$ cat src/adc_pkg.sv
// ADC and I2C bus constants
// shared by the I2C reader and the bus model of the ADC
package adc_pkg;

	// 7-bit slave address of the ADC
	localparam logic [6:0] ADC_DEV_ADDR = 7'h48;

	// control byte written before every read
	// analog output enabled, single ended inputs, channel 0
	localparam logic [7:0] ADC_CTRL_REG = 8'h40;

	// sys_clk cycles per quarter of an SCL period
	localparam int SCL_QUARTER = 25;

	// one ADC conversion result
	localparam int SAMPLE_W = 8;

endpackage

$ cat src/disp_pkg.sv
// panel constants
// digit codes, segment patterns, scan and key debounce timing
package disp_pkg;

	localparam int DIGIT_NUM    = 8;
	localparam int DIGIT_CODE_W = 5;

	// codes 0 to 15 are the hex glyphs
	localparam logic [DIGIT_CODE_W-1:0] GLYPH_BLANK = 5'd16;
	localparam logic [DIGIT_CODE_W-1:0] GLYPH_H     = 5'd18;
	// decimal marker is the plain "d" glyph
	localparam logic [DIGIT_CODE_W-1:0] GLYPH_D     = 5'd13;

	// active low, bit 0 is segment a, bit 7 the decimal point
	localparam logic [7:0] SEG_TABLE [2**DIGIT_CODE_W] = '{
		// 0 to 7
		8'hc0, 8'hf9, 8'ha4, 8'hb0, 8'h99, 8'h92, 8'h82, 8'hf8,
		// 8 to F
		8'h80, 8'h90, 8'h88, 8'h83, 8'hc6, 8'ha1, 8'h86, 8'h8e,
		// blank, spare, H, spare
		8'hff, 8'hff, 8'h89, 8'hff,
		// unused codes stay dark
		8'hff, 8'hff, 8'hff, 8'hff, 8'hff, 8'hff,
		8'hff, 8'hff, 8'hff, 8'hff, 8'hff, 8'hff
	};

	// cycles each digit stays selected
	localparam int SCAN_CYCLES = 64;

	localparam int KEY_NUM         = 2;
	localparam int KEY_FREEZE      = 0;
	localparam int KEY_MODE        = 1;
	localparam int DEBOUNCE_CYCLES = 400;

endpackage

$ cat src/adc_digit_format.sv
`timescale 1ns/1ns
// display formatter
// freezes or passes the ADC sample and builds eight digit codes,
// decimal with blanked leading zeros or two hex nibbles
module adc_digit_format (
	input  logic                                                    sys_clk,
	input  logic                                                    sys_rst_n,
	input  logic [adc_pkg::SAMPLE_W-1:0]                            sample,
	input  logic                                                    sample_vld,
	input  logic [disp_pkg::KEY_NUM-1:0]                            key_press,
	output logic [7:0]                                              shown_sample,
	output logic [disp_pkg::DIGIT_NUM*disp_pkg::DIGIT_CODE_W-1:0]   digit_codes
);

	logic       frozen;
	logic       frozen_nxt;
	logic       hex_mode;
	logic       hex_mode_nxt;
	logic [7:0] shown_nxt;

	function automatic logic [disp_pkg::DIGIT_NUM*disp_pkg::DIGIT_CODE_W-1:0] build_codes(
		input logic [7:0] val,
		input logic       hex
	);
		logic [disp_pkg::DIGIT_NUM-1:0][disp_pkg::DIGIT_CODE_W-1:0] codes;
		logic [7:0]                                                 hun;
		logic [7:0]                                                 ten;
		logic [7:0]                                                 one;
		hun   = val / 8'd100;
		ten   = (val / 8'd10) % 8'd10;
		one   = val % 8'd10;
		codes = {disp_pkg::DIGIT_NUM{disp_pkg::GLYPH_BLANK}};
		if (hex) begin
			codes[disp_pkg::DIGIT_NUM-1] = disp_pkg::GLYPH_H;
			codes[1] = {1'b0, val[7:4]};
			codes[0] = {1'b0, val[3:0]};
		end else begin
			codes[disp_pkg::DIGIT_NUM-1] = disp_pkg::GLYPH_D;
			// units always show, higher digits only when nonzero ahead
			codes[0] = {1'b0, one[3:0]};
			if (val >= 8'd10)
				codes[1] = {1'b0, ten[3:0]};
			if (val >= 8'd100)
				codes[2] = {1'b0, hun[3:0]};
		end
		return codes;
	endfunction

	always_comb begin
		frozen_nxt   = frozen ^ key_press[disp_pkg::KEY_FREEZE];
		hex_mode_nxt = hex_mode ^ key_press[disp_pkg::KEY_MODE];
		// samples arriving while frozen are dropped
		shown_nxt    = (sample_vld && !frozen) ? sample : shown_sample;
	end

	always_ff @(posedge sys_clk or negedge sys_rst_n) begin
		if (!sys_rst_n) begin
			frozen       <= 1'b0;
			hex_mode     <= 1'b0;
			shown_sample <= 8'd0;
			digit_codes  <= build_codes(8'd0, 1'b0);
		end else begin
			frozen       <= frozen_nxt;
			hex_mode     <= hex_mode_nxt;
			shown_sample <= shown_nxt;
			digit_codes  <= build_codes(shown_nxt, hex_mode_nxt);
		end
	end

endmodule

$ cat config.mk
export PLATFORM = sky130hd
export DESIGN_NAME = adc_digit_format
export DESIGN_NICKNAME = d
export VERILOG_FILES = /design/src/adc_pkg.sv /design/src/disp_pkg.sv /design/src/adc_digit_format.sv
export SDC_FILE = /design/constraint.sdc
export NUM_CORES = 1
export LEC_CHECK = 0
export ABC_AREA = 1
export BUFFER_PORTS_ARGS = -buffer_cell sky130_fd_sc_hd__clkbuf_2
export CAP_MARGIN = 10
export CORE_UTILIZATION = 47
export DETAILED_ROUTE_END_ITERATION = 10
export PLACE_DENSITY_LB_ADDON = 0.3
export SKIP_CTS_REPAIR_TIMING = 1
export SYNTH_ARGS = -nofsm -noshare
export SYNTH_HDL_FRONTEND = slang
export SYNTH_SLANG_ARGS = --single-unit
$ cat constraint.sdc
create_clock -name sys_clk -period 6.4 [get_ports sys_clk]
set_clock_uncertainty 0.15 [all_clocks]
set_input_delay 1.28 -clock sys_clk [delete_from_list [all_inputs] [get_ports sys_clk]]
set_output_delay 1.28 -clock sys_clk [all_outputs]
set_load 0.01 [all_outputs]
Word-level counts from Yosys, hierarchy flattened
Index checks and enable logic that the tools add are counted.
Storage, ports and cells
  output and inout bits: 48
  input port bits: 13
  bits in registers: 30
Operators by class
  div/mod/pow operators: 4
  reductions and logical operators: 2
  multiplexer cells: 6
  magnitude comparators: 2
  bitwise logic cells: 2
Operators by type and width (number)
  $mux W5: 4
  $mod A8 B4 Y8 const B: 2
  $mux W10: 1
  $div A8 B4 Y8 const B: 1
  $div A8 B7 Y8 const B: 1
  $ge A8 B4 Y1 const B: 1
  $ge A8 B7 Y1 const B: 1
  $mux W8: 1
  $xor A1 B1 Y1: 2
  $logic_and A1 B1 Y1: 1
  $logic_not A1 Y1: 1

Logic depth before layout (Yosys ltp)
Gate-level depths: netlist (run 1).
  depth in word-level cells: 7
  mapped depth: 39
  depth with buffers taken out: 38

Worst setup path before layout (run 1)
OpenSTA, ideal clock, no wires.
  kind: input to register
  start point: input sample_vld
  end point: register digit_codes[8] (netlist bit)
  setup time: 116 ps
  cell stages on the path: 37
  data arrival time: 4486 ps
  path buffers: 1
  slack: 1648 ps
  cell sequence: nand2_4 -> buf_8 -> nand2_8 -> nand2_8 -> ha_1 -> nand2_2 -> nand2_1 -> nand2_2 -> nand2_4 -> nand2_4 -> nand2_4 -> nand3_2 -> nand2_2 -> nand2_4 -> nand2_4 -> nand2_4 -> nand2_2 -> nand2_1 -> inv_1 -> ha_1 -> inv_1 -> nor3_1 -> nand3_1 -> nand3_4 -> nand2_2 -> nand3_1 -> nand2_2 -> nand3_2 -> nand3_1 -> nand2_2 -> ha_1 -> nand3b_1 -> nand2_1 -> nand2_1 -> nand2_1 -> nand2_1 -> nand2_1
Between the ends
  word-level cells in the longest chain between the ends: 6
  elaborated cells on any way between the ends: 7
RTL lines
  start, declared: RTL line adc_digit_format.sv:9  | input logic sample_vld,
  $logic_and A1 B1 Y1 *: RTL line adc_digit_format.sv:53  | shown_nxt = (sample_vld && !frozen) ? sample : shown_sample;
  $mux W8 *: RTL line adc_digit_format.sv:53
  $div A8 B4 Y8: RTL line adc_digit_format.sv:30  | ten = (val / 8'd10) % 8'd10;
  $mod A8 B4 Y8: RTL line adc_digit_format.sv:30
  $mux W5: RTL line adc_digit_format.sv:41  | if (val >= 8'd10)
  $mux W10 *: RTL line adc_digit_format.sv:33  | if (hex) begin
  end signal, assigned: RTL line adc_digit_format.sv:61  | digit_codes <= build_codes(8'd0, 1'b0);
  end signal, assigned: RTL line adc_digit_format.sv:66  | digit_codes <= build_codes(shown_nxt, hex_mode_nxt);
  end, declared: RTL line adc_digit_format.sv:12  | output logic [disp_pkg::DIGIT_NUM*disp_pkg::DIGIT_CODE_W-1:0] digit_codes
Every way passes the cells marked *; elsewhere a longest branch is shown, timed or not.

Worst setup path after layout (run 1)
Ends and elaborated chain as after synthesis.

==> results.json, run 1 <==
{
  "clkSinkCount": 22,
  "num_rows": 23,
  "yosys.cell_types.count": 37,
  "synth.avg_cell_area_um2": 8.04,
  "cts_tree": "yes",
  "start_util_pct": 48.6,
  "overflow": 0,
  "synth_edf_count": 0,
  "io_pins": 61,
  "place_area_um2": 2040,
  "cts_buffer_depth": 2,
  "fin_tns_setup_ns": 0,
  "timing.critical_path.to_type": "flop",
  "synthMuxAreaShare_pct": 1.03,
  "max_cap_violations": 0,
  "rsz0062_at_grt": "no",
  "finalWirelength_mm": 3.39,
  "layout-drive-gt1-share_pct": 35.8,
  "coreArea_um2": 4000,
  "die_area_um2": 4400,
  "hpwlAfterDp_mm": 2.69,
  "ys.flop_type": "dfrtp_1",
  "slew_headroom_pct": 35.1,
  "nNetsFinal": 294,
  "final_max_slew_viol_count": 0,
  "final_cell_area_um2": 2110,
  "yosysTopAreaCell": "dfrtp_1",
  "htreeDepth": 1,
  "first_global_vias": 1323,
  "ant_nets": 0,
  "antenna_found_initial": 0,
  "startpoint_type": "input pin",
  "final_cell_mix": "nand2_1, clkbuf_2, inv_1",
  "synth-adder-area-share_pct": 3.86,
  "min_period_ns": 5.10,
  "synth.area.top_cells": "dfrtp_1, buf_4, nand2_1",
  "place_congestion": 0.831,
  "wl_per_cell_um": 10.4,
  "hold_viol_final": 0,
  "place_worst_setup_slack_ns": 1.01,
  "clk_pin_slew_worst_paths_ns": 0.08,
  "synth_warnings": 0,
  "grt_usage_pct": 16.8,
  "synth_simple_gate_area_share_pct": 35.9,
  "syn2layout_area_growth_pct": 8.62,
  "first_pass_iters": 4,
  "routed-via-count": 1518,
  "tightestPinTransition_ns": 0.967,
  "drt_iter0_drc": 88,
  "drc_errors": 0,
  "synth_xor_area_share_pct": 1.80,
  "cpLargestDelayFamily": "simple AND/OR/NAND/NOR gates",
  "synth_top_area_share_pct": 24.4,
  "clk_latency_ns": 0.26,
  "dieWidth_um": 66.3,
  "worstSetupPathType": "in2reg",
  "period_share_pct": 79.7,
  "synth_area_um2": 1950,
  "synth_compound_area_share_pct": 9.71,
  "numCtsBuffers": 3,
  "fmax_mhz": 196,
  "worst_slack_ns": 1.30,
  "synthCells": 242,
  "final_common_cell": "nand2_1",
  "yosysSeqAreaShare_pct": 28.5,
  "grt_pass1_wl_mm": 5.58,
  "synth_top_family_by_area": "simple AND/OR/NAND/NOR gates",
  "grt_max_degree": 23,
  "antenna_cells": 0,
  "cp_slowest_stage_delay_ns": 0.25,
  "clockRootBuffer": "clkbuf_8",
  "die_y_um": 66.3,
  "cp_data_arrival_time_ns": 5.11,
  "ys_ff_latch": 22,
  "crit_required_ns": 6.41,
  "cp_num_buf_inv": 3,
  "crit_slowest_cell": "nor3_1",
  "finalSetupViolations": 0,
  "synth-async-reset-ratio_pct": 100,
  "port_buffers": 37,
  "status": "finished clean",
  "vias_per_cell": 4.69,
  "hold_class": "reg2reg",
  "crit_fanout": 12
}
logic make-up after synthesis:
family / count (synthesis)
muxes: 2
xor gates and xnor gates: 4
DFF: 22
other: 2
adders and majority gates: 6
buffers and inverters: 66
and+or+nand+nor: 113
AOI/OAI and AO/OA: 27
state kept, by name (all words and copies together) (netlist names):
signal	count
digit_codes	13
shown_sample	8
frozen	1
per-stage QoR:
stage          hold slack, ns  util (%)  cells
2_1_floorplan           0.312         -    263
3_3_place_gp            0.326      51.0    320
3_5_place_dp            0.331      51.0    320
4_1_cts                 0.346      52.8    324
5_1_grt                 0.365      52.8    324
6_report                0.340      52.8    324
path summary, 6_finish.rpt:
| kind | from | end | slack [ns] | cells after the start |
|---|---|---|---|---|
| hold / removal | frozen | frozen | 0.34 | 1 |
| max in group asynchronous | sys_rst_n | digit_codes[38] | 4.91 | 1 |
| hold reg to reg | frozen | frozen | 0.34 | 1 |
| setup reg to reg | frozen | digit_codes[8] | 1.97 | 36 |
| setup / recovery | sample_vld | digit_codes[8] | 1.30 | 37 |
| min in group asynchronous | sys_rst_n | frozen | 0.82 | 1 |
cell type report:
cell class	instances	area, um^2
Clock buffer	3	41.3
Clock inverter	1	30.0
Timing Repair Buffer	37	185
Fill cell	383	1890
Inverter	36	135
Sequential cell	22	554
Multi-Input combinational cell	175	1100
Tap cell	50	62.6
cell usage after synthesis (2+ instances only):
| library cell | n |
|---|---|
| ha_1 | 6 |
| o21ai_0 | 8 |
| nand2_2 | 18 |
| nand2_4 | 12 |
| nor2_1 | 3 |
| dfrtp_1 | 19 |
| xor2_1 | 3 |
| inv_2 | 7 |
| dfstp_2 | 3 |
| inv_1 | 29 |
| a21oi_1 | 8 |
| o21ai_1 | 2 |
| conb_1 | 2 |
| nand4_1 | 2 |
| nand2_1 | 40 |
| nand3b_1 | 2 |
| nand3_1 | 21 |
| nor3_1 | 2 |
| mux2i_1 | 2 |
| o21ai_2 | 3 |
| buf_4 | 28 |
| nand2_8 | 2 |
| nand3_2 | 6 |
layer usage:
metal  GRT usage [%]  share of wire (%)  wire length, um
met1            20.2                 47             1580
met2            29.5                 48             1630
met3            1.55                3.3              113
met4            8.78                1.9               63
met5               0                  0                0
Power of run 1 is not shown: default switching activity piles up to over one toggle a cycle in this logic, so the estimate is an artifact.
==> run 2, diff against run 1 <==
==> constraint.sdc (replaced) <==
create_clock -name sys_clk -period 4.65 [get_ports sys_clk]
set_clock_uncertainty 0.15 [all_clocks]
set_input_delay 0.93 -clock sys_clk [delete_from_list [all_inputs] [get_ports sys_clk]]
set_output_delay 0.93 -clock sys_clk [all_outputs]
set_load 0.01 [all_outputs]
==> results.json, run 2 (synthesis gave the netlist of run 1 again) <==
{
  "fin_util_pct": 57.8,
  "r2r-start": "frozen",
  "status": "finished clean",
  "nNetsFinal": 314,
  "wl_met1_mm": 1.62,
  "port_buffers": 37,
  "numCtsBuffers": 3,
  "wl_per_cell_um": 10.6,
  "fmax_mhz": 232,
  "grt_max_degree": 23,
  "die_area_um2": 4400,
  "place_congestion": 0.854,
  "grt_usage_pct": 17.1,
  "antenna_cells": 0,
  "hold_viol_final": 0,
  "fillers": 362,
  "timing.critical_path.to_type": "flop",
  "reg.largest.list": "digit_codes x13, shown_sample x8, frozen x1",
  "io_pins": 61,
  "min_from": "frozen",
  "crit_slowest_cell": "o21ai_4",
  "finalWirelength_mm": 3.64,
  "min_period_ns": 4.32,
  "crit_fanout": 7,
  "cts_buffer_depth": 2,
  "dieWidth_um": 66.3,
  "vias_per_cell": 4.71,
  "ant_nets": 0,
  "htreeDepth": 1,
  "start_util_pct": 48.6,
  "final_cell_mix": "nand2_1, clkbuf_2, inv_1",
  "slew_headroom_pct": 38.4,
  "clk_pin_slew_worst_paths_ns": 0.08,
  "coreArea_um2": 4000,
  "routed-wl-met3_um": 156,
  "first_pass_iters": 4,
  "whs_ns": 0.339,
  "period_share_pct": 92.9,
  "cp_data_arrival_time_ns": 4.36,
  "worstSetupPathType": "in2reg",
  "antenna_found_initial": 0,
  "final_common_cell": "nand2_1",
  "overflow": 0,
  "hold_class": "reg2reg",
  "clkSinkCount": 22,
  "hpwlAfterDp_mm": 2.87,
  "finalSetupViolations": 0,
  "highest_layer": "met4",
  "layout-drive-gt1-share_pct": 42.9,
  "holdPathStages": 1,
  "grt_pass1_wl_mm": 5.78,
  "startpoint_type": "input pin",
  "clk_latency_ns": 0.26,
  "drc_errors": 0,
  "final_max_slew_viol_count": 0,
  "tightestPinTransition_ns": 0.917,
  "largest_reg_flops": 13,
  "cts_tree": "yes",
  "die_y_um": 66.3,
  "syn2layout_area_growth_pct": 18.8,
  "first_global_vias": 1389,
  "crit_required_ns": 4.70,
  "worstSetupStartpoint": "sample_vld",
  "ff2ff_path_depth": 31,
  "drt_iter0_drc": 98,
  "clockRootBuffer": "clkbuf_8",
  "cp_slowest_stage_delay_ns": 0.24,
  "num_rows": 23,
  "fin_tns_setup_ns": 0,
  "routed-via-count": 1621,
  "cp_common_cell": "nand2_1",
  "met2WireLength_mm": 1.83,
  "max_cap_violations": 0,
  "max_flop_register": "digit_codes"
}
run 2: metal layers:
layer  GRT usage (%)  vias up
met5               0        -
met4            6.38        0
met3            1.72        4
met2            32.0       50
met1            19.8      742
li1                -      825
run 2: path summary, 6_finish.rpt:
path	endpoint	slack (ns)
max	digit_codes[8]	0.33
min	frozen	0.34
max reg2reg	digit_codes[8]	0.63
min reg2reg	frozen	0.34
max in group asynchronous	digit_codes[9]	3.50
min in group asynchronous	frozen	0.48
run 2: area by class of cell:
class                      instances  area [um^2]  area share, %
multi-input combinational        176         1170           50.7
timing repair buffer              56          340           14.7
tap                               50         62.6           2.71
clock buffer                       4         45.0           1.95
sequential                        22          554           24.0
inverter                          36          138           5.95
run 2: critical path: cells and delay by family:
family	cells	cell delay, ns
and+or+nand+nor	22	2.19
buffers and inverters	5	0.48
AOI/OAI and AO/OA	2	0.44
adders and majority gates	2	0.33
run 2: per-stage QoR:
stage / setup WS (ns) / cells / area [um^2]
after floorplan: 0.248 / 263 / 2020
after global placement: -0.00585 / 338 / 2190
after detailed placement: -0.0398 / 338 / 2190
after CTS: 0.212 / 342 / 2230
after global routing: -0.0286 / 344 / 2310
final: 0.331 / 344 / 2310
Power of run 2 is left out for the same reason.
