[src/disp_pkg.sv]
// panel constants
// digit codes, segment patterns, scan and key debounce timing
package disp_pkg;

	localparam int DIGIT_NUM    = 8;
	localparam int DIGIT_CODE_W = 5;

	// codes 0 to 15 are the hex glyphs
	localparam logic [DIGIT_CODE_W-1:0] GLYPH_BLANK = 5'd16;
	localparam logic [DIGIT_CODE_W-1:0] GLYPH_H     = 5'd18;
	// decimal marker is the plain "d" glyph
	localparam logic [DIGIT_CODE_W-1:0] GLYPH_D     = 5'd13;

	// active low, bit 0 is segment a, bit 7 the decimal point
	localparam logic [7:0] SEG_TABLE [2**DIGIT_CODE_W] = '{
		// 0 to 7
		8'hc0, 8'hf9, 8'ha4, 8'hb0, 8'h99, 8'h92, 8'h82, 8'hf8,
		// 8 to F
		8'h80, 8'h90, 8'h88, 8'h83, 8'hc6, 8'ha1, 8'h86, 8'h8e,
		// blank, spare, H, spare
		8'hff, 8'hff, 8'h89, 8'hff,
		// unused codes stay dark
		8'hff, 8'hff, 8'hff, 8'hff, 8'hff, 8'hff,
		8'hff, 8'hff, 8'hff, 8'hff, 8'hff, 8'hff
	};

	// cycles each digit stays selected
	localparam int SCAN_CYCLES = 64;

	localparam int KEY_NUM         = 2;
	localparam int KEY_FREEZE      = 0;
	localparam int KEY_MODE        = 1;
	localparam int DEBOUNCE_CYCLES = 400;

endpackage

[src/seg_scan.sv]
`timescale 1ns/1ns
// seven-segment scanner
// cycles through the digits and drives active low segments and selects
module seg_scan (
	input  logic                                                  sys_clk,
	input  logic                                                  sys_rst_n,
	input  logic [disp_pkg::DIGIT_NUM*disp_pkg::DIGIT_CODE_W-1:0] digit_codes,
	output logic [7:0]                                            seg_number,
	output logic [disp_pkg::DIGIT_NUM-1:0]                        seg_choice
);

	logic [$clog2(disp_pkg::SCAN_CYCLES)-1:0] dwell;
	logic [$clog2(disp_pkg::DIGIT_NUM)-1:0]   idx;
	logic [disp_pkg::DIGIT_CODE_W-1:0]        cur_code;
	logic [disp_pkg::DIGIT_NUM-1:0]           sel_nxt;

	assign cur_code = digit_codes[idx*disp_pkg::DIGIT_CODE_W +: disp_pkg::DIGIT_CODE_W];

	// one cold select of the current digit
	always_comb begin
		for (int i = 0; i < disp_pkg::DIGIT_NUM; i++)
			sel_nxt[i] = (idx != i);
	end

	always_ff @(posedge sys_clk or negedge sys_rst_n) begin
		if (!sys_rst_n) begin
			dwell      <= '0;
			idx        <= '0;
			seg_number <= 8'hff;
			seg_choice <= {{(disp_pkg::DIGIT_NUM-1){1'b1}}, 1'b0};
		end else begin
			if (dwell == disp_pkg::SCAN_CYCLES - 1) begin
				dwell <= '0;
				if (idx == disp_pkg::DIGIT_NUM - 1)
					idx <= '0;
				else
					idx <= idx + 1'b1;
			end else begin
				dwell <= dwell + 1'b1;
			end
			// pattern and select move together
			seg_number <= disp_pkg::SEG_TABLE[cur_code];
			seg_choice <= sel_nxt;
		end
	end

endmodule

[config.mk]
export PLATFORM = sky130hd
export DESIGN_NAME = seg_scan
export DESIGN_NICKNAME = d
export VERILOG_FILES = /design/src/disp_pkg.sv /design/src/seg_scan.sv
export SDC_FILE = /design/constraint.sdc
export NUM_CORES = 1
export LEC_CHECK = 0
export BUFFER_PORTS_ARGS = -buffer_cell sky130_fd_sc_hd__buf_2
export CAP_MARGIN = 15
export CORE_MARGIN = 2
export CORE_UTILIZATION = 52
export DETAILED_ROUTE_END_ITERATION = 6
export PLACE_DENSITY_LB_ADDON = 0.12
export SLEW_MARGIN = 5
export SYNTH_ARGS = -nofsm -noshare
export SYNTH_HDL_FRONTEND = slang
export SYNTH_SLANG_ARGS = --single-unit
export TNS_END_PERCENT = 100
[constraint.sdc]
create_clock -name sys_clk -period 3.55 [get_ports sys_clk]
set_input_delay 0.1775 -clock sys_clk [delete_from_list [all_inputs] [get_ports sys_clk]]
set_output_delay 0.1775 -clock sys_clk [all_outputs]
set_load 0.03 [all_outputs]
# After elaboration in Yosys (flattened, before gate mapping)
# Memory sizes are Yosys's and may differ from the RTL's. A register that Yosys moved wholly into a read port is not among the register bits.
# Index checks and enable logic that the tools add are counted.
# Widths: inputs -> output; s select.
[word_totals]
regBits = 17
romBits = 256
in_bits = 42
mem_count = 1
[op_classes]
addsub = 2
multipliers = 1
n_eq_ne = 9
n_shift = 1
mux = 2
n_bitwise = 1
n_reduce_logical = 2
[mem_list]
columns = ["name", "words", "word_bits", "read_ports", "rd_ports_with_merged_regs", "write_ports", "line_no", "text"]
rows = [
  ["(name not given)", 32, 8, 1, 1, 0, "seg_scan.sv:42", "seg_number <= disp_pkg::SEG_TABLE[cur_code];"],
]
[ops]
columns = ["operator", "n"]
rows = [
  ["$shiftx 40x7->5", 1],
  ["$ne 3x3->1 const B", 4],
  ["$add 6x1->6 const B", 1],
  ["$eq 6x6->1 const B", 1],
  ["$mul 3x3->6 const B", 1],
  ["$mux 6", 1],
  ["$ne 3x2->1 const B", 2],
  ["$not 5->6", 1],
  ["$add 3x1->3 const B", 1],
  ["$eq 3x3->1 const B", 1],
  ["$mux 3", 1],
  ["$ne 3x1->1 const B", 1],
  ["$reduce_bool 3->1", 1],
  ["$logic_not 1->1", 1],
]

# Depth between registers and ports, before layout
# Gate-level depths: netlist (run 1).
[logic_depth]
depth_word = 3
ltp_mapped = 9
mapped_depth_nobuf = 8

# Worst setup path after synthesis (run 1)
# OpenSTA, ideal clock, no wires.
[synth_timing]
path_type = "register -> register"
startpoint = "register idx[1] (netlist name)"
endpoint = "register seg_number[5]"
t_arrival_ns = 2.193
setup_slack_ns = 1.266
path_stages_with_launch = 9
path_buffers = 1
synth_period_minus_slack_ns = 2.284
cell_sequence = "dfrtp_1 -> buf_2 -> mux4_2 -> mux2i_1 -> inv_1 -> ha_1 -> a211oi_2 -> o21a_1 -> a211oi_1"
[synth_between]
elab_chain_len = 3
[synth_lines]
columns = ["element", "line_no", "text"]
rows = [
  ["from (decl)", "seg_scan.sv:13", "logic [$clog2(disp_pkg::DIGIT_NUM)-1:0] idx;"],
  ["from (signal assigned)", "seg_scan.sv:37", "idx <= idx + 1'b1;"],
  ["$mul 3x3->6", "seg_scan.sv:17", "assign cur_code = digit_codes[idx*disp_pkg::DIGIT_CODE_W +: disp_pkg::DIGIT_CODE_W];"],
  ["$shiftx 40x7->5", "seg_scan.sv:17", ""],
  ["$not 5->6 (implied by the code)", "seg_scan.sv:42", ""],
  ["to (decl)", "seg_scan.sv:8", "output logic [7:0] seg_number,"],
]
# Every way passes these cells.
# A chain may end at the register's enable or synchronous reset.

# Worst setup path in the final report (run 1)
[layout_timing]
startpoint = "register idx[1] (netlist name)"
endpoint = "register seg_number[6]"
# Same word-level chain as after synthesis.

==> results of run 1 <==
==> logic make-up (layout without fill, tap and decap cells) <==
| kind of cell | Yosys count | count (layout) |
|---|---|---|
| and+or+nand+nor | 35 | 35 |
| buffers and inverters | 14 | 70 |
| muxes | 19 | 19 |
| other | 1 | 1 |
| adders and majority gates | 13 | 13 |
| xor gates and xnor gates | 4 | 4 |
| AOI/OAI and AO/OA | 20 | 20 |
| DFF | 24 | 24 |
==> final timing paths <==
check                                     from       endpoint
worst max-delay path                    idx[1]  seg_number[6]
worst min-delay path                 sys_rst_n       dwell[0]
worst max register to register          idx[1]  seg_number[6]
worst min register to register        dwell[4]       dwell[4]
max in group asynchronous            sys_rst_n  seg_choice[1]
min in group sys_clk            digit_codes[6]  seg_number[6]
==> synth_stat cells (all sizes together) <==
cell type | n | area (sq um)
a211oi | 3 | 27.5
a21o | 1 | 7.51
a21oi | 1 | 5.00
a221oi | 1 | 8.76
a22oi | 1 | 7.51
a311oi | 1 | 8.76
a31oi | 1 | 6.26
a32oi | 1 | 8.76
and2 | 3 | 18.8
and3 | 1 | 6.26
buf | 5 | 36.3
clkinv | 1 | 3.75
conb | 1 | 3.75
dfrtp | 10 | 250
dfstp | 14 | 368
ha | 13 | 163
inv | 8 | 30.0
mux2 | 3 | 37.5
mux2i | 6 | 76.3
mux4 | 10 | 225
nand2 | 14 | 52.6
nand2b | 1 | 6.26
nand3 | 6 | 30.0
nor2 | 6 | 25.0
nor3 | 3 | 15.0
nor4 | 1 | 6.26
o21a | 2 | 15.0
o21ai | 8 | 40.0
xnor2 | 3 | 26.3
xor2 | 1 | 8.76
==> stage by stage <==
stage	hold slack [ps]	total power, W	area (sq um)
final	350	0.000528	1850
after detailed placement	178	0.000392	1810
after global routing	385	0.000556	1850
after CTS	362	0.000535	1850
after global placement	170	0.000390	1810
after floorplan	-118	0.000353	1520
==> registers in the layout (all words and copies together) (netlist names) <==
| signal | cells |
|---|---|
| dwell | 6 |
| seg_choice | 8 |
| seg_number | 7 |
| idx | 3 |
==> worst max-delay path: cells and delay by family (launching register included) <==
kind	cells	cell delay [ps]
mux	2	1060
flops	1	640
compound gates	3	430
fa+ha+maj	1	260
buf+inv	1	140
==> placed cells by master (no fill, tap or decap), types with 4 or more instances in the layout <==
master / count
dfstp_2: 14
ha_1: 13
nor2_1: 5
mux2i_1: 4
dfrtp_1: 10
buf_2: 56
o21ai_0: 7
nand3_1: 6
inv_1: 8
nand2_1: 14
mux4_2: 10
==> power breakdown <==
part	leakage, nW	total (W)	switching (W)	internal, W
clock	0.0210	0.000140	0.0000773	0.0000626
combinational	0.566	0.0000998	0.0000560	0.0000438
sequential	0.273	0.000288	0.00000178	0.000287
total	0.860	0.000528	0.000135	0.000393
==> area by class of cell <==
| type | instances | area (sq um) |
|---|---|---|
| clock buffers | 4 | 36.3 |
| fillers | 223 | 928 |
| inverters | 9 | 33.8 |
| multi-input cells | 92 | 836 |
| flip-flops and latches | 24 | 618 |
| well taps | 31 | 38.8 |
| repair buffers | 57 | 290 |
==> metal layers <==
metal | global-route usage (%) | part of all wire, % | wire [um]
met5 | 0 | 0 | 0
met4 | 6.31 | 1.1 | 33
met3 | 4.24 | 6.8 | 198
met2 | 32.3 | 49 | 1430
met1 | 23.3 | 43 | 1270
==> what timing repair did <==
action,in CTS,in global routing
setup buffers,0,0
endpoints found under the hold margin,10,0
hold buffers,1,0
==> impl_results.md, run 1 <==
- Pwr dens: around 290 nW/um^2
- Synth Area in Simple Gates: about a tenth
- Final core occ: between 60% and 70%
- H-tree level count: 1
- Skew final: about 7.1 ps
- First-pass iteration count of the detailed router: 5
- Gr usage total: approximately a fifth
- Tmin final: about 2600 ps
- Worst setup SP type: register
- Synthesis-stage register bit count: 24
- Post-Synthesis Cells: 130
- Period utilization: about three quarters
- CTS root buf: clkbuf_4
- Final setup fails: 0
- WL per Instance: 13.5 um
- Clock Sinks: 24
- Worst-Skew Late Latency: just over 300 ps
- Worst slew pin tran: roughly 600 ps
- Vias: ~1.2k
- Max-slew violations: 0
- Port bufs: 56
- Syn Area/Cell: between 10 and 15 sq um
- Routed Antenna Nets: 0
- Mapped Nets: approximately 190
- Final cell count without fillers: around 220
- Rel. slew slack: roughly three fifths
- Final setup margin: about 950 ps
- Die W: roughly 58 um
- R2R setup slack: about 950 ps
- Multiplexer share of the synthesized area: 22.2%
- CTS tree: built
- Largest family of logic cells by synthesized area: multiplexers
- Share of cells above drive strength 1: ~49%
- Setup WS pre-CTS: between 900 and 1000 ps
- Starting Density: a little over half
- Leak: about 0.86 nW
- Complex-gate fraction of the synthesized area: 8.87%
- Adder-cell share of the synthesized area: 10.7%
- Endpoints failing hold: 0
- Cell Area, Synth: roughly 1500 sq um
- Distinct cells, synth: 38
- Sequential share of the synthesized area: 40.6%
- I/O pin cnt: 58
- FMAX: 384 MHz
- Slowest library cell on the worst path: dfrtp_1
- Final nets: roughly 240
- Final wirelength: roughly 2900 um
- DRC: 0
- Setup TNS: 0 ps
- Deepest clock path buffer count: 2
- Area growth syn-to-layout: 21.6%
- Ant diodes: 0
- Status: finished, final reports clean
- Die height: 58.1 um
- Synth Area in XOR/XNOR: roughly 2.3%
- First-pass GRT wire length: between 4000 and 5000 um
- Placed cell count: around 210
- Vias in the first global route: between 1k and 1.5k
- Area of the die: between 3000 and 4000 sq um
- DR iter-0 viols: 36
- Cells along the critical path: mux4_2 > mux2i_1 > inv_1 > ha_1 > a211oi_2 > o21a_1 > a211oi_1
- Critical Path Fanout Max: 10
- PostCTS Resize Cnt: 0
- Max Cap Viol: 0
- Largest net degree at the start of global routing: 25
- CTS buffer count: 3
- Core area: ~2800 sq um
- Crit-path max cell delay: approximately 640 ps
- Grt ovf: 0
- DP HPWL: approximately 2400 um
- Worst-case reg-to-reg path depth: 7
- Crit Path Category: register to register
- Core Rows: 19
- HP Class: primary input to asynchronous set/reset pin
- Worst EP arrival: ~2800 ps
- Yosys warnings: 0
- Worst setup EP type: register
- RSZ-0062 raised after global routing: false
- CTS clk-pin slew, worst paths: around 130 ps
- Initial antenna violation count: 0
- Max IR drop VDD: ~0.00021 V
- GPL Wtd Cong: 0.938
- Critical Path RT: ~3800 ps
- Vias per std cell: 5.55
Note: power is estimated with default switching activity, not from simulation.
==> inputs of run 2 (changes only) <==
- ABC_AREA: unset -> 1
- CORE_UTILIZATION: 52 -> 45
- clock period: 3.55 -> 2.16 ns (I/O delays scaled with it)
==> impl_results.md, run 2 <==
- Status: finished, final reports clean
- Ant diodes: 0
- Max-slew violations: 0
- DR iter-0 viols: 85
- Top-area cell type share of the netlist area: between 20 and 25%
- Setup TNS: 0 ps
- Clock Sinks: 24
- Hold slack: about 330 ps
- Area of the die: about 4200 sq um
- Yosys warnings: 0
- Final wirelength: 3360 um
- Top cells by count, synth: 79 x nand2_1, 30 x inv_1, 30 x nand3_1, 23 x nor2_1, 14 x dfstp_2
- Die height: between 60 and 70 um
- Skew final: between 7 and 8 ps
- Sequential share of the synthesized area: between 30% and 40%
- First-pass GRT wire length: roughly 6000 um
- Post-synth top flop: dfstp_2
- Top flop regs: seg_choice (8), seg_number (7), dwell (6)
- DP HPWL: roughly 2700 um
- Tmin final: around 1800 ps
- CTS tree: built
- Asr flop ratio synth: 100%
- Most common cell after layout, fill and taps aside: nand2_1
- Core area: 3610 sq um
- Placed cell count: roughly 340
- Final setup fails: 0
- H-tree level count: 1
- Routed Antenna Nets: 0
- Starting Density: between 40% and 50%
- Max FFs per register: 8
- Cell Area, Synth: 1670 sq um
- Post-Synthesis Cells: 238
- Gr usage total: between 10% and 20%
- Die W: about 65 um
- Period utilization: a little over four fifths
- Max IR drop VDD: about 0.00020 V
- Worst-Skew Late Latency: 260 ps
- Endpoints failing hold: 0
- Deepest clock path buffer count: 2
- Vias in the first global route: between 1.5k and 2k
- Share of cells above drive strength 1: 30.4%
- FMAX: 553 MHz
- Final-layout fill cell count: between 300 and 400
- Vias per std cell: around 4.7
- Leak: between 1 and 1.5 nW
- Largest cells by area after synthesis: dfstp_2 22%, nand2_1 18%, dfrtp_1 15%, ha_1 9.8%, nand3_1 9.0%
- CTS root buf: clkbuf_8
- Port bufs: 56
- Syn Area/Cell: between 7 and 8 sq um
- Critical Path Fanout Max: 22
- First-pass iteration count of the detailed router: 5
- HP Class: primary input to asynchronous set/reset pin
- Final cell count without fillers: roughly 340
- WL per Instance: 9.76 um
- Crit-path most repeated cell: nand2_1
- Distinct cells, synth: 22
- Cells along the critical path: buf_4 > nand2_1 > nand2_1 > nand2_1 > nand3_1 > nand2_1 > ha_1 > o21ai_0 > nand2_1 > nand3_1
- Pwr dens: approximately 430 nW/um^2
- Worst setup SP type: register
- CTS buffer count: 3
- Post-synth top area cell: dfstp_2
- I/O pin cnt: 58
- Worst setup EP type: register
- CTS clk-pin slew, worst paths: 80 ps
- Most frequent cells in the layout: 79 x nand2_1, 56 x buf_2, 30 x nand3_1, 30 x inv_1, 23 x nor2_1
- Top-count cell post-synth: nand2_1
- Worst slew pin tran: roughly 580 ps
- Slowest library cell on the worst path: dfrtp_1
- Cell area after layout: 2060 sq um
- Rel. slew slack: 61.4%
- Max Cap Viol: 0
- Final nets: 352
- Mapped Nets: between 200 and 300
- Crit-path max cell delay: roughly 360 ps
- RSZ-0062 raised after global routing: false
- DRC: 0
- Largest net degree at the start of global routing: 25
- Biggest register: seg_choice
- GPL Wtd Cong: approximately 0.95
- Critical Path RT: about 2400 ps
- Cell Area, Placed: 2000 sq um
- EDFF count, synth: 0
- Core Rows: 22
- Worst EP arrival: between 2000 and 2500 ps
- Area growth syn-to-layout: 23.3%
- Grt ovf: 0
- Vias: around 1.6k
- Initial antenna violation count: 0
- Crit Path Category: register to register
- Synthesis-stage register bit count: 24
[run 2: cell families after synthesis]
kind of cell,after synthesis,synth area share [%]
AND/OR/NAND/NOR,140,36.0
flip-flops,24,37.1
adder cells (fa/ha/maj),13,9.75
AO/OA/AOI/OAI,15,4.88
XOR/XNOR,3,1.58
buffers and inverters,42,10.5
other,1,0.225
[run 2: critical path, delay by kind of cell (launching register included)]
family,cells,cell delay [ps]
AND/OR/NAND/NOR,7,570
flip-flops,1,360
adder cells (fa/ha/maj),1,350
buffers and inverters,1,240
AO/OA/AOI/OAI,1,200
[run 2: power breakdown]
| part | switching [W] | internal, W | total (W) |
|---|---|---|---|
| combinational | 0.0000994 | 0.0000655 | 0.000165 |
| sequential | 0.00000269 | 0.000468 | 0.000471 |
| clock | 0.000130 | 0.000127 | 0.000256 |
| total | 0.000232 | 0.000660 | 0.000892 |
[run 2: final cells by class]
cell class	instances	area, sq um	area share (%)
multi-input cells	172	875	42.5
clock buffers	3	41.3	2.01
inverters	33	124	6.02
flip-flops and latches	24	618	30.0
clock inverters	1	3.75	0.182
well taps	48	60.1	2.92
repair buffers	63	335	16.3
[run 2: layer usage]
metal | routed length, um | part of all wire (%) | track usage, %
met1 | 1480 | 44 | 22.0
met2 | 1640 | 49 | 32.9
met3 | 161 | 4.8 | 1.22
met4 | 75 | 2.2 | 7.45
met5 | 0 | 0 | 0
[run 2: repair_timing]
item / in CTS / in global routing
endpoints found under the setup margin: 0 / 0
hold buffers: 1 / 0
resized for setup: 0 / 0
setup buffers: 0 / 0
hold endpoints to repair: 10 / 0
[run 2: stage by stage]
| stage | total power, W | util, % | worst slack [ps] |
|---|---|---|---|
| 4_1_cts | 0.000903 | 57.0 | 362 |
| 2_1_floorplan | 0.000578 | - | 508 |
| 3_3_place_gp | 0.000644 | 55.5 | 364 |
| 6_report | 0.000892 | 57.0 | 353 |
| 5_1_grt | 0.000946 | 57.0 | 167 |
| 3_5_place_dp | 0.000644 | 55.5 | 391 |
[run 2: final timing paths]
check                           slack (ps)  cells after the start       endpoint            from
max in group asynchronous             1470                      2  seg_number[1]       sys_rst_n
worst min register to register         460                      1       dwell[0]        dwell[0]
worst min-delay path                   330                      2       dwell[0]       sys_rst_n
worst max-delay path                   350                     10  seg_number[3]          idx[0]
min in group sys_clk                   330                      6  seg_number[0]  digit_codes[9]
worst max register to register         350                     10  seg_number[3]          idx[0]
