--- src/disp_pkg.sv ---
// panel constants
// digit codes, segment patterns, scan and key debounce timing
package disp_pkg;

	localparam int DIGIT_NUM    = 8;
	localparam int DIGIT_CODE_W = 5;

	// codes 0 to 15 are the hex glyphs
	localparam logic [DIGIT_CODE_W-1:0] GLYPH_BLANK = 5'd16;
	localparam logic [DIGIT_CODE_W-1:0] GLYPH_H     = 5'd18;
	// decimal marker is the plain "d" glyph
	localparam logic [DIGIT_CODE_W-1:0] GLYPH_D     = 5'd13;

	// active low, bit 0 is segment a, bit 7 the decimal point
	localparam logic [7:0] SEG_TABLE [2**DIGIT_CODE_W] = '{
		// 0 to 7
		8'hc0, 8'hf9, 8'ha4, 8'hb0, 8'h99, 8'h92, 8'h82, 8'hf8,
		// 8 to F
		8'h80, 8'h90, 8'h88, 8'h83, 8'hc6, 8'ha1, 8'h86, 8'h8e,
		// blank, spare, H, spare
		8'hff, 8'hff, 8'h89, 8'hff,
		// unused codes stay dark
		8'hff, 8'hff, 8'hff, 8'hff, 8'hff, 8'hff,
		8'hff, 8'hff, 8'hff, 8'hff, 8'hff, 8'hff
	};

	// cycles each digit stays selected
	localparam int SCAN_CYCLES = 64;

	localparam int KEY_NUM         = 2;
	localparam int KEY_FREEZE      = 0;
	localparam int KEY_MODE        = 1;
	localparam int DEBOUNCE_CYCLES = 400;

endpackage

--- src/key_debounce.sv ---
`timescale 1ns/1ns
// key debouncer
// active low keys in, one-cycle press pulse out per accepted press
module key_debounce (
	input  logic                         sys_clk,
	input  logic                         sys_rst_n,
	input  logic [disp_pkg::KEY_NUM-1:0] key_in,
	output logic [disp_pkg::KEY_NUM-1:0] key_press
);

	logic [disp_pkg::KEY_NUM-1:0]                     sync_a;
	logic [disp_pkg::KEY_NUM-1:0]                     sync_b;
	logic [disp_pkg::KEY_NUM-1:0]                     level;
	logic [$clog2(disp_pkg::DEBOUNCE_CYCLES)-1:0]     cnt [disp_pkg::KEY_NUM];

	always_ff @(posedge sys_clk or negedge sys_rst_n) begin
		if (!sys_rst_n) begin
			sync_a    <= '1;
			sync_b    <= '1;
			level     <= '1;
			key_press <= '0;
			for (int i = 0; i < disp_pkg::KEY_NUM; i++)
				cnt[i] <= '0;
		end else begin
			sync_a <= key_in;
			sync_b <= sync_a;
			for (int i = 0; i < disp_pkg::KEY_NUM; i++) begin
				key_press[i] <= 1'b0;
				// any bounce back to the old level restarts the count
				if (sync_b[i] == level[i]) begin
					cnt[i] <= '0;
				end else if (cnt[i] == disp_pkg::DEBOUNCE_CYCLES - 1) begin
					cnt[i]       <= '0;
					level[i]     <= sync_b[i];
					// pressed means low
					key_press[i] <= ~sync_b[i];
				end else begin
					cnt[i] <= cnt[i] + 1'b1;
				end
			end
		end
	end

endmodule

--- config.mk ---
export PLATFORM = sky130hd
export DESIGN_NAME = key_debounce
export DESIGN_NICKNAME = d
export VERILOG_FILES = /design/src/disp_pkg.sv /design/src/key_debounce.sv
export SDC_FILE = /design/constraint.sdc
export NUM_CORES = 1
export LEC_CHECK = 0
export ABC_AREA = 1
export BUFFER_PORTS_ARGS = -buffer_cell sky130_fd_sc_hd__buf_2
export CAP_MARGIN = 20
export CORE_MARGIN = 10
export CORE_UTILIZATION = 55
export CTS_CLUSTER_DIAMETER = 120
export DETAILED_ROUTE_END_ITERATION = 10
export PLACE_DENSITY_LB_ADDON = 0.2
export SLEW_MARGIN = 40
export SYNTH_ARGS = -nofsm -noshare
export SYNTH_HDL_FRONTEND = slang
export SYNTH_SLANG_ARGS = --single-unit
--- constraint.sdc ---
create_clock -name sys_clk -period 1.6 [get_ports sys_clk]
set_input_delay 0.08 -clock sys_clk [delete_from_list [all_inputs] [get_ports sys_clk]]
set_output_delay 0.08 -clock sys_clk [all_outputs]
set_load 0.05 [all_outputs]
# Word-level counts from Yosys, hierarchy flattened
# Cells that the tools add are included.
# word_totals
register_bits	26
input_bits	4
wordCells	27
# classes
addsub	2
n_eq_ne	4
muxes	8
bitwise_logic	4
n_reduce_logical	2
# ops
cell	count
$mux W9	4
$add A9 B1 Y9 const B	2
$eq A9 B9 Y1 const B	2
$mux W1	4
$not A1 Y1	4
$reduce_and A2 Y1	2
$eq A1 B1 Y1	2

# Depth between registers and ports, before layout
# Gate-level depths: netlist of run 1.
# logic_depth
ltp_word	3
ltp_mapped	7

# Least setup slack after synthesis of run 1
# No wires, ideal clock.
# synth_path
path_kind	reg2reg
startpoint	reg cnt[0] in the netlist's numbering
endpoint	reg cnt[4] in the netlist's numbering
arrival_time_ns	1.008
t_required_ns	1.479
setup_slack_ns	0.470
path_stages_with_launch	7
path_cell_list	dfrtp_1 ha_1 nand3_2 nor2_4 nand2_1 nand2_2 a21oi_1
# synth_via
elab_chain_len	3
# synth_rtl
element	line_no	text
start: declaration	key_debounce.sv:14	logic [$clog2(disp_pkg::DEBOUNCE_CYCLES)-1:0] cnt [disp_pkg::KEY_NUM];
start signal: indexed assignment	key_debounce.sv:38	cnt[i] <= cnt[i] + 1'b1;
$add A9 B1 Y9 or $eq A9 B9 Y1 (tied branches)	key_debounce.sv:38, key_debounce.sv:32	
$mux W9 *	key_debounce.sv:32	end else if (cnt[i] == disp_pkg::DEBOUNCE_CYCLES - 1) begin
$mux W9 *	key_debounce.sv:30	if (sync_b[i] == level[i]) begin
# Mark *: on every way between the ends. The rest lies on a longest branch, timed or not.
# A chain may end at the register's enable or synchronous reset.

# Final worst setup path of run 1
# layout_path
startpoint	reg cnt[0] in the netlist's numbering
endpoint	reg cnt[7] in the netlist's numbering
# Same word-level chain as after synthesis.

==> results.tsv, run 1 <==
stage	metric	value	unit
drt	drt initial violations	40	
drt	DR vias	873	
setup_path	startpoint types	flop	
sta	Finish-stage setup viols	0	
final_layout	antenna diode count	0	
grt	largest net degree at the start of global routing	27	
clock_tree	clock buffer depth	2	
synth	post-synthesis mux area share	0	%
synth	xor/xnor share of the synthesized area	3.55	%
setup_path	Worst setup EP type	flop	
clock_tree	CTS tree	yes	
drt	routed vias/inst	4.77	
sta	setup_tns	0	ns
drt	Final ANT Viol Nets	0	
synth	post-synthesis simple-gate area fraction	30.8	%
die	area of the core	2170	sq um
clock_tree	htree depth	1	
synth	Mapped Area	1230	sq um
synth	Adder-Cell Fraction of Synth Area	2.03	%
clock_tree	root buffer cell	clkbuf_4	
setup_path	CP delay by family, top	simple AND/OR/NAND/NOR gates	
final_layout	fin nets	162	
drt	WL per Instance	10.8	microns
grt	initial antenna violation count	0	
setup_path	R2R cell count	6	
sta	Least-Margin Pin Slew	0.547	ns
pwr	VDD IR max	0.000514	V
final_layout	area delta synth->final	10.2	%
placed_design	I/O Buffers	5	
placed_design	HPWL Detailed	1.49	mm
final_layout	register area	658	sq um
setup_path	Worst path depth	6	
clock_tree	post_cts resized	0	
hold_path	HP Class	in -> async	
sta	Final period util	80.2	%
synth	FF+latch count, synth	26	
sta	Final Hold Violating Endpoints	0	
synth	cell count after synthesis	143	
die	Die H	67.4	microns
die	die width	67.4	microns
final_layout	# fillers	195	
setup_path	CP Cell Sequence	ha_1 > nand3_2 > nor2_4 > nand2_1 > nand2_2 > a21oi_1	
synth	Mapped Avg Cell Area	8.64	sq um
die	num ports	6	
sta	Tmin final	1.28	ns
drt	Pre-antenna DRT Iters	4	
setup_path	CP arrival	1.51	ns
setup_path	Worst path max stage delay	0.41	ns
synth	syn_nets	149	
grt	GRT Total Usage	10.4	%
synth	Synth Warn #	0	
synth	largest family of logic cells by synthesized area	simple AND/OR/NAND/NOR gates	
clock_tree	Clock Latency Late Sink	0.32	ns
synth	register area share after synthesis	53.3	%
die	row count	17	
synth	top cell type's share of synthesized area	40.5	%
setup_path	slowest library cell on the worst path	dfrtp_1	
sta	f_max	780	MHz
placed_design	pre-CTS setup slack	0.320	ns
grt	global-route wire length before repair	3.53	mm
final_layout	share of cells above drive strength 1	18.1	%
synth	distinct cell type count after synthesis	20	
die	Die Area	4540	sq um
setup_path	crit-path max FO	6	
placed_design	Final GP Congestion	0.799	
clock_tree	cts bufs inserted	3	
sta	Setup Skew	0.00189	ns
drt	final WL	1.97	mm
run_status	status	finished, final reports clean	
sta	pins over their slew limit	0	
pwr	Leak	0.624	nW
sta	RSZ-0062 raised after global routing	no	
die	Initial Utilization	56.9	%
sta	Slew Limit Headroom	63.5	%
final_layout	area of the multi-input gates	498	sq um
setup_path	Buf/Inv on CP	0	
synth	Synth area leaders	dfrtp_1 (41%), dfstp_2 (13%), nand2_1 (11%), inv_1 (6.4%), nor2_1 (6.1%)	
clock_tree	Reg clk slew, reported paths	0.13	ns
setup_path	CP Class	reg -> reg	
synth	most area-hungry cell type in the Yosys netlist	dfrtp_1	
clock_tree	CTS hold repair buffers	3	
clock_tree	postcts setup bufs	0	
setup_path	Worst EP required	1.82	ns
run	Max Cap Viol	0	
synth	compound-gate portion of the synthesized area	3.95	%
grt	vias in the first global route	829	
drt	Residual DRC	0	
pwr	PwrDens	790	nW/um^2
grt	GRT overflow	0	
clock_tree	CTS sink cnt	26	
sta	post-route setup slack	0.317	ns
power breakdown:
group,total (mW),switching [mW],leakage [nW],internal (mW)
Clock,0.324,0.185,0.0210,0.139
Combinational,0.0584,0.0350,0.265,0.0233
Sequential,0.693,0.0146,0.337,0.679
flip-flops by register name, indices dropped and copies added, names as in the netlist:
signal / flops
key_press: 2
level: 2
cnt: 18
sync_a: 2
sync_b: 2
synthesized netlist by cell type, drive strengths merged:
master,count
nand2,40
nor2,26
inv,21
dfrtp,20
nand3,8
dfstp,6
a21oi,5
nand3b,4
o21ai,4
xor2,3
ha,2
xnor2,2
nand4,1
or2,1
metal layers:
layer | global-route usage (%) | wire length, microns | vias up
met2 | 15.3 | 852 | 14
met3 | 2.98 | 87 | 5
li1 | - | - | 456
met4 | 7.69 | 64 | 0
met1 | 12.6 | 968 | 398
met5 | 0 | 0 | -
worst paths after layout:
kind	from	endpoint	slack [ns]
max reg2reg	cnt[0]$_DFF_PN0_	cnt[7]$_DFF_PN0_	0.32
min	sys_rst_n	cnt[5]$_DFF_PN0_	0.26
max	cnt[0]$_DFF_PN0_	cnt[7]$_DFF_PN0_	0.32
max in group asynchronous	sys_rst_n	sync_a[0]$_DFF_PN1_	0.97
min in group sys_clk	sync_a[0]$_DFF_PN1_	sync_b[0]$_DFF_PN1_	0.37
min reg2reg	sync_a[0]$_DFF_PN1_	sync_b[0]$_DFF_PN1_	0.37
area by class of cell:
cell class | count | area share (%)
Clock buffer | 4 | 2.67
Inverter | 21 | 5.79
Timing Repair Buffer | 8 | 4.04
Multi-Input combinational cell | 96 | 36.6
Sequential cell | 26 | 48.3
Tap cell | 28 | 2.57
per-stage QoR:
step	cells	power, mW	hold WS, ns	instance area, sq um	util [%]
finish	183	1.08	0.256	1360	62.7
global route	183	1.13	0.292	1360	62.7
CTS	183	1.10	0.265	1360	62.7
detailed placement	176	0.760	0.0999	1290	59.7
global placement	176	0.758	0.103	1290	59.7
floorplan	143	0.735	-0.216	1230	-
logic make-up after synthesis:
kind of cell    after synthesis
compound gates                9
xor+xnor                      5
fa+ha+maj                     2
buf+inv                      21
flops                        26
simple gates                 80
layout by cell type, fill, tap and decap left out:
master          n
or2_0           1
xor2_1          3
clkbuf_4        3
dlygate4sd3_1   3
nor2_4          2
xnor2_1         2
dfstp_2         6
nand3_2         2
o21ai_0         4
a21oi_2         1
ha_1            2
buf_2           5
nand2_4         1
inv_1          21
nand2_1        36
nand3_1         6
dfrtp_1        20
nand3b_1        4
clkbuf_8        1
a21oi_1         4
nand2_2         3
nor2_1         20
nor2_2          4
nand4_1         1
worst register-to-register path: cells and delay by family, from the launching register on:
kind                     cells  cell delay, ns
AO/OA/AOI/OAI                1            0.06
adder cells (fa/ha/maj)      1            0.22
AND/OR/NAND/NOR              4            0.50
flip-flops                   1            0.41
No activity file was read; power rests on OpenSTA's default activity.
==> run 2: changes to the inputs <==
--- a/config.mk
+++ b/config.mk
@@ -9,7 +9,7 @@
 export BUFFER_PORTS_ARGS = -buffer_cell sky130_fd_sc_hd__buf_2
 export CAP_MARGIN = 20
 export CORE_MARGIN = 10
-export CORE_UTILIZATION = 55
+export CORE_UTILIZATION = 53
 export CTS_CLUSTER_DIAMETER = 120
 export DETAILED_ROUTE_END_ITERATION = 10
 export PLACE_DENSITY_LB_ADDON = 0.2
==> constraint.sdc (replaced) <==
create_clock -name sys_clk -period 1.15 [get_ports sys_clk]
set_input_delay 0.0575 -clock sys_clk [delete_from_list [all_inputs] [get_ports sys_clk]]
set_output_delay 0.0575 -clock sys_clk [all_outputs]
set_load 0.05 [all_outputs]
==> results.tsv, run 2 (synthesis gave the netlist of run 1 again) <==
stage	metric	value	unit
run_status	status	finished, violations left	
run_status	failing checks	negative setup slack	
placed_design	HPWL Detailed	1.55	mm
drt	Final ANT Viol Nets	0	
grt	GRT overflow	0	
final_layout	register area	658	sq um
die	area of the core	2210	sq um
run	Max Cap Viol	0	
final_layout	fin nets	170	
placed_design	placed instance area	1350	sq um
die	Die H	68.3	microns
sta	Least-Margin Pin Slew	0.552	ns
die	num ports	6	
placed_design	Final GP Congestion	0.784	
drt	WL per Instance	12.1	microns
sta	hold slack final	0.230	ns
pwr	PwrDens	1030	nW/um^2
drt	Pre-antenna DRT Iters	4	
setup_path	CP Class	reg -> reg	
setup_path	CP arrival	1.47	ns
sta	pins over their slew limit	0	
setup_path	Worst EP required	1.41	ns
final_layout	share of cells above drive strength 1	30.7	%
sta	Setup Skew	0.00714	ns
grt	GRT Total Usage	11.3	%
die	Die Area	4660	sq um
grt	largest net degree at the start of global routing	27	
sta	post-route setup slack	-0.0626	ns
setup_path	crit-path max FO	3	
clock_tree	root buffer cell	clkbuf_4	
pwr	overall power	1.57	mW
clock_tree	CTS tree	yes	
drt	DR vias	946	
setup_path	Worst setup EP type	flop	
clock_tree	Reg clk slew, reported paths	0.14	ns
grt	vias in the first global route	945	
final_layout	most frequent cells in the layout	nand2_1 (35), inv_1 (21), dfrtp_1 (20), nor2_1 (15), nor2_2 (9)	
sta	Slew Limit Headroom	63.2	%
grt	initial antenna violation count	0	
sta	Finish-stage setup viols	12	
final_layout	largest register by flop count	cnt	
final_layout	max FFs per register	18	
die	Initial Utilization	55.8	%
clock_tree	cts bufs inserted	3	
pwr	VDD IR max	0.000848	V
final_layout	fin area	1520	sq um
sta	f_max	825	MHz
hold_path	HP Class	in -> async	
drt	routed vias/inst	4.95	
sta	Final period util	105	%
final_layout	area delta synth->final	23.4	%
clock_tree	Clock Latency Late Sink	0.32	ns
drt	Residual DRC	0	
placed_design	Placed Cells	183	
clock_tree	CTS sink cnt	26	
final_layout	most common cell after layout, fill and taps aside	nand2_1	
sta	Tmin final	1.21	ns
sta	RSZ-0062 raised after global routing	yes	
final_layout	antenna diode count	0	
final_layout	area of the multi-input gates	601	sq um
placed_design	I/O Buffers	5	
die	die width	68.3	microns
final_layout	# fillers	184	
grt	global-route wire length before repair	4.06	mm
final_layout	non-filler instance count after layout	191	
sta	Final Hold Violating Endpoints	0	
drt	final WL	2.31	mm
clock_tree	clock buffer depth	2	
die	row count	17	
pwr	Leak	0.663	nW
clock_tree	htree depth	1	
final_layout	final core occ	68.9	%
drt	drt initial violations	55	
setup_path	startpoint types	flop	
==> run 2: changes by cell type in the layout (fill, tap and decap cells not counted), sizes merged <==
cell | previous run | this run
buf | 5 | 13
==> run 2: area by class of cell <==
class / count / share of cell area [%]
Sequential cell: 26 / 43.2
Multi-Input combinational cell: 96 / 39.4
Timing Repair Buffer: 16 / 7.55
Inverter: 21 / 5.17
Clock buffer: 4 / 2.38
Tap cell: 28 / 2.30
==> run 2: through the flow <==
step,worst slack (ns),TNS [ns]
6_report,-0.0626,-0.249
3_5_place_dp,-0.0648,-0.471
2_1_floorplan,0.0204,0
5_1_grt,-0.101,-1.30
3_3_place_gp,-0.0299,-0.143
4_1_cts,-0.0446,-0.270
==> run 2: routing by layer <==
metal	GRT usage, %	vias to the layer above	share of wire [%]
met1	14.2	445	43
met3	3.26	5	5.1
met5	0	-	0
li1	-	473	-
met4	5.28	0	2.1
met2	17.6	23	49
==> run 2: final timing paths <==
path,startpoint,to,slack (ns),cells past startpoint
max,cnt[9]$_DFF_PN0_,cnt[12]$_DFF_PN0_,-0.06,5
min,sys_rst_n,cnt[11]$_DFF_PN0_,0.23,2
max reg2reg,cnt[9]$_DFF_PN0_,cnt[12]$_DFF_PN0_,-0.06,5
min reg2reg,sync_a[1]$_DFF_PN1_,sync_b[1]$_DFF_PN1_,0.37,0
max in group asynchronous,sys_rst_n,level[1]$_DFFE_PN1P_,0.54,2
min in group sys_clk,key_in[0],sync_a[0]$_DFF_PN1_,0.36,2
==> run 2: what timing repair did <==
item                                    CTS  global route
gates resized for setup                  12            10
pin swaps                                 7             3
buffers inserted                          0             1
endpoints found under the setup margin   13            19
hold endpoints to repair                 22             0
hold buffers                              3             0
==> run 2: worst max-delay path, cell delays in order, from the launching register on <==
cell     delay, ns
dfrtp_1       0.42
buf_4         0.13
buf_4         0.11
nand3_2       0.10
or2_0         0.25
a21oi_1       0.14
==> run 2: where the power goes <==
group | switching [mW] | total, mW | leakage [nW] | internal, mW
registers | 0.0280 | 0.973 | 0.337 | 0.945
logic | 0.0701 | 0.138 | 0.305 | 0.0676
clock network | 0.264 | 0.458 | 0.0210 | 0.194
total | 0.362 | 1.57 | 0.663 | 1.21
==> run 3: changes to the inputs <==
--- a/config.mk
+++ b/config.mk
@@ -9,7 +9,8 @@
 export BUFFER_PORTS_ARGS = -buffer_cell sky130_fd_sc_hd__buf_2
 export CAP_MARGIN = 20
 export CORE_MARGIN = 10
-export CORE_UTILIZATION = 53
+export CORE_UTILIZATION = 55
+export CTS_BUF_LIST = sky130_fd_sc_hd__clkbuf_2 sky130_fd_sc_hd__clkbuf_4 sky130_fd_sc_hd__clkbuf_8
 export CTS_CLUSTER_DIAMETER = 120
 export DETAILED_ROUTE_END_ITERATION = 10
 export PLACE_DENSITY_LB_ADDON = 0.2
==> results.tsv, run 3 (synthesis gave the netlist of run 1 again) <==
stage	metric	value	unit
run_status	status	finished, violations left	
run_status	failing checks	negative setup slack	
clock_tree	CTS sink cnt	26	
die	area of the core	2170	sq um
final_layout	# fillers	166	
final_layout	antenna diode count	0	
placed_design	HPWL Detailed	1.60	mm
drt	drt initial violations	47	
drt	WL per Instance	12.4	microns
clock_tree	clock buffer depth	2	
grt	largest net degree at the start of global routing	27	
final_layout	non-filler instance count after layout	195	
drt	routed vias/inst	4.83	
sta	Final Hold Violating Endpoints	0	
clock_tree	root buffer cell	clkbuf_4	
clock_tree	Clock Latency Late Sink	0.32	ns
setup_path	Worst setup EP type	flop	
drt	Pre-antenna DRT Iters	4	
placed_design	Final GP Congestion	0.803	
sta	Finish-stage setup viols	12	
grt	vias in the first global route	946	
grt	GRT overflow	0	
grt	global-route wire length before repair	4.13	mm
grt	GRT Total Usage	12.0	%
sta	Final period util	104	%
setup_path	crit-path max FO	6	
final_layout	final core occ	72.6	%
final_layout	largest register by flop count	cnt	
die	num ports	6	
die	row count	17	
die	Die Area	4540	sq um
sta	Tmin final	1.20	ns
final_layout	fin nets	175	
sta	Slew Limit Headroom	62.5	%
sta	RSZ-0062 raised after global routing	yes	
final_layout	share of cells above drive strength 1	35.3	%
sta	setup_tns	-0.351	ns
sta	Least-Margin Pin Slew	0.562	ns
final_layout	most frequent cells in the layout	nand2_1 (34), inv_1 (20), dfrtp_1 (20), nor2_1 (15), buf_4 (12)	
die	Die H	67.4	microns
placed_design	I/O Buffers	5	
pwr	overall power	1.50	mW
sta	f_max	834	MHz
drt	DR vias	941	
die	Initial Utilization	56.9	%
clock_tree	CTS tree	yes	
setup_path	startpoint types	flop	
placed_design	Placed Cells	185	
final_layout	max FFs per register	18	
clock_tree	cts bufs inserted	3	
sta	Setup Skew	0.00208	ns
pwr	PwrDens	953	nW/um^2
sta	pins over their slew limit	0	
hold_path	HP Class	in -> async	
die	die width	67.4	microns
final_layout	area delta synth->final	27.6	%
drt	final WL	2.42	mm
run	Max Cap Viol	0	
clock_tree	Reg clk slew, reported paths	0.13	ns
setup_path	CP arrival	1.41	ns
drt	Final ANT Viol Nets	0	
setup_path	Worst EP required	1.36	ns
pwr	VDD IR max	0.00119	V
final_layout	most common cell after layout, fill and taps aside	nand2_1	
pwr	Leak	0.686	nW
drt	Residual DRC	0	
clock_tree	htree depth	1	
sta	post-route setup slack	-0.0490	ns
grt	initial antenna violation count	0	
setup_path	CP Class	reg -> reg	
sta	hold slack final	0.247	ns
run 3: worst max-delay path, stage by stage, from the launching register on:
cell and delay, ns:
dfrtp_1 0.42, ha_4 0.17, nand3_4 0.11, nor2_4 0.14
nand2_2 0.08, nand2_4 0.13, a21oi_1 0.06
run 3: area by class of cell:
cell class | instances | area, sq um | area share [%]
clock buffer | 3 | 22.5 | 1.43
inverter | 21 | 78.8 | 5.00
multi-input combinational | 96 | 624 | 39.6
sequential | 26 | 658 | 41.8
tap | 28 | 35.0 | 2.22
timing repair buffer | 21 | 156 | 9.93
run 3: stage by stage:
step                instance area (sq um)  worst slack, ns
global placement                     1360          -0.0309
finish                               1580          -0.0490
CTS                                  1520          -0.0294
detailed placement                   1360          -0.0859
global route                         1580           -0.145
floorplan                            1230           0.0204
run 3: what timing repair did:
action | 4_1_cts | 5_1_grt
pin swaps | 5 | 11
gates cloned | 0 | 0
gates resized for setup | 12 | 17
setup endpoints to repair | 17 | 20
setup buffers | 4 | 2
hold endpoints to repair | 22 | 0
hold buffers | 3 | 0
run 3: metal layers:
layer  track usage [%]  wire length [microns]
met5                 0                      0
met4              5.38                     51
met3              2.81                     68
met2              19.8                   1230
met1              14.5                   1070
run 3: where the power goes:
group          leakage, nW  internal, mW  total (mW)  switching (mW)
Combinational        0.335        0.0767       0.153          0.0764
Sequential           0.337         0.945       0.973          0.0289
Clock               0.0138         0.123       0.374           0.252
Total                0.686          1.14        1.50           0.357
run 3: final timing paths:
path	from	to	slack (ns)	depth (start not counted)
setup / recovery	cnt[0]$_DFF_PN0_	cnt[7]$_DFF_PN0_	-0.05	6
hold / removal	sys_rst_n	cnt[9]$_DFF_PN0_	0.25	2
setup reg to reg	cnt[0]$_DFF_PN0_	cnt[7]$_DFF_PN0_	-0.05	6
hold reg to reg	sync_a[1]$_DFF_PN1_	sync_b[1]$_DFF_PN1_	0.37	0
max in group asynchronous	sys_rst_n	sync_a[1]$_DFF_PN1_	0.53	2
min in group sys_clk	sync_a[1]$_DFF_PN1_	sync_b[1]$_DFF_PN1_	0.37	0
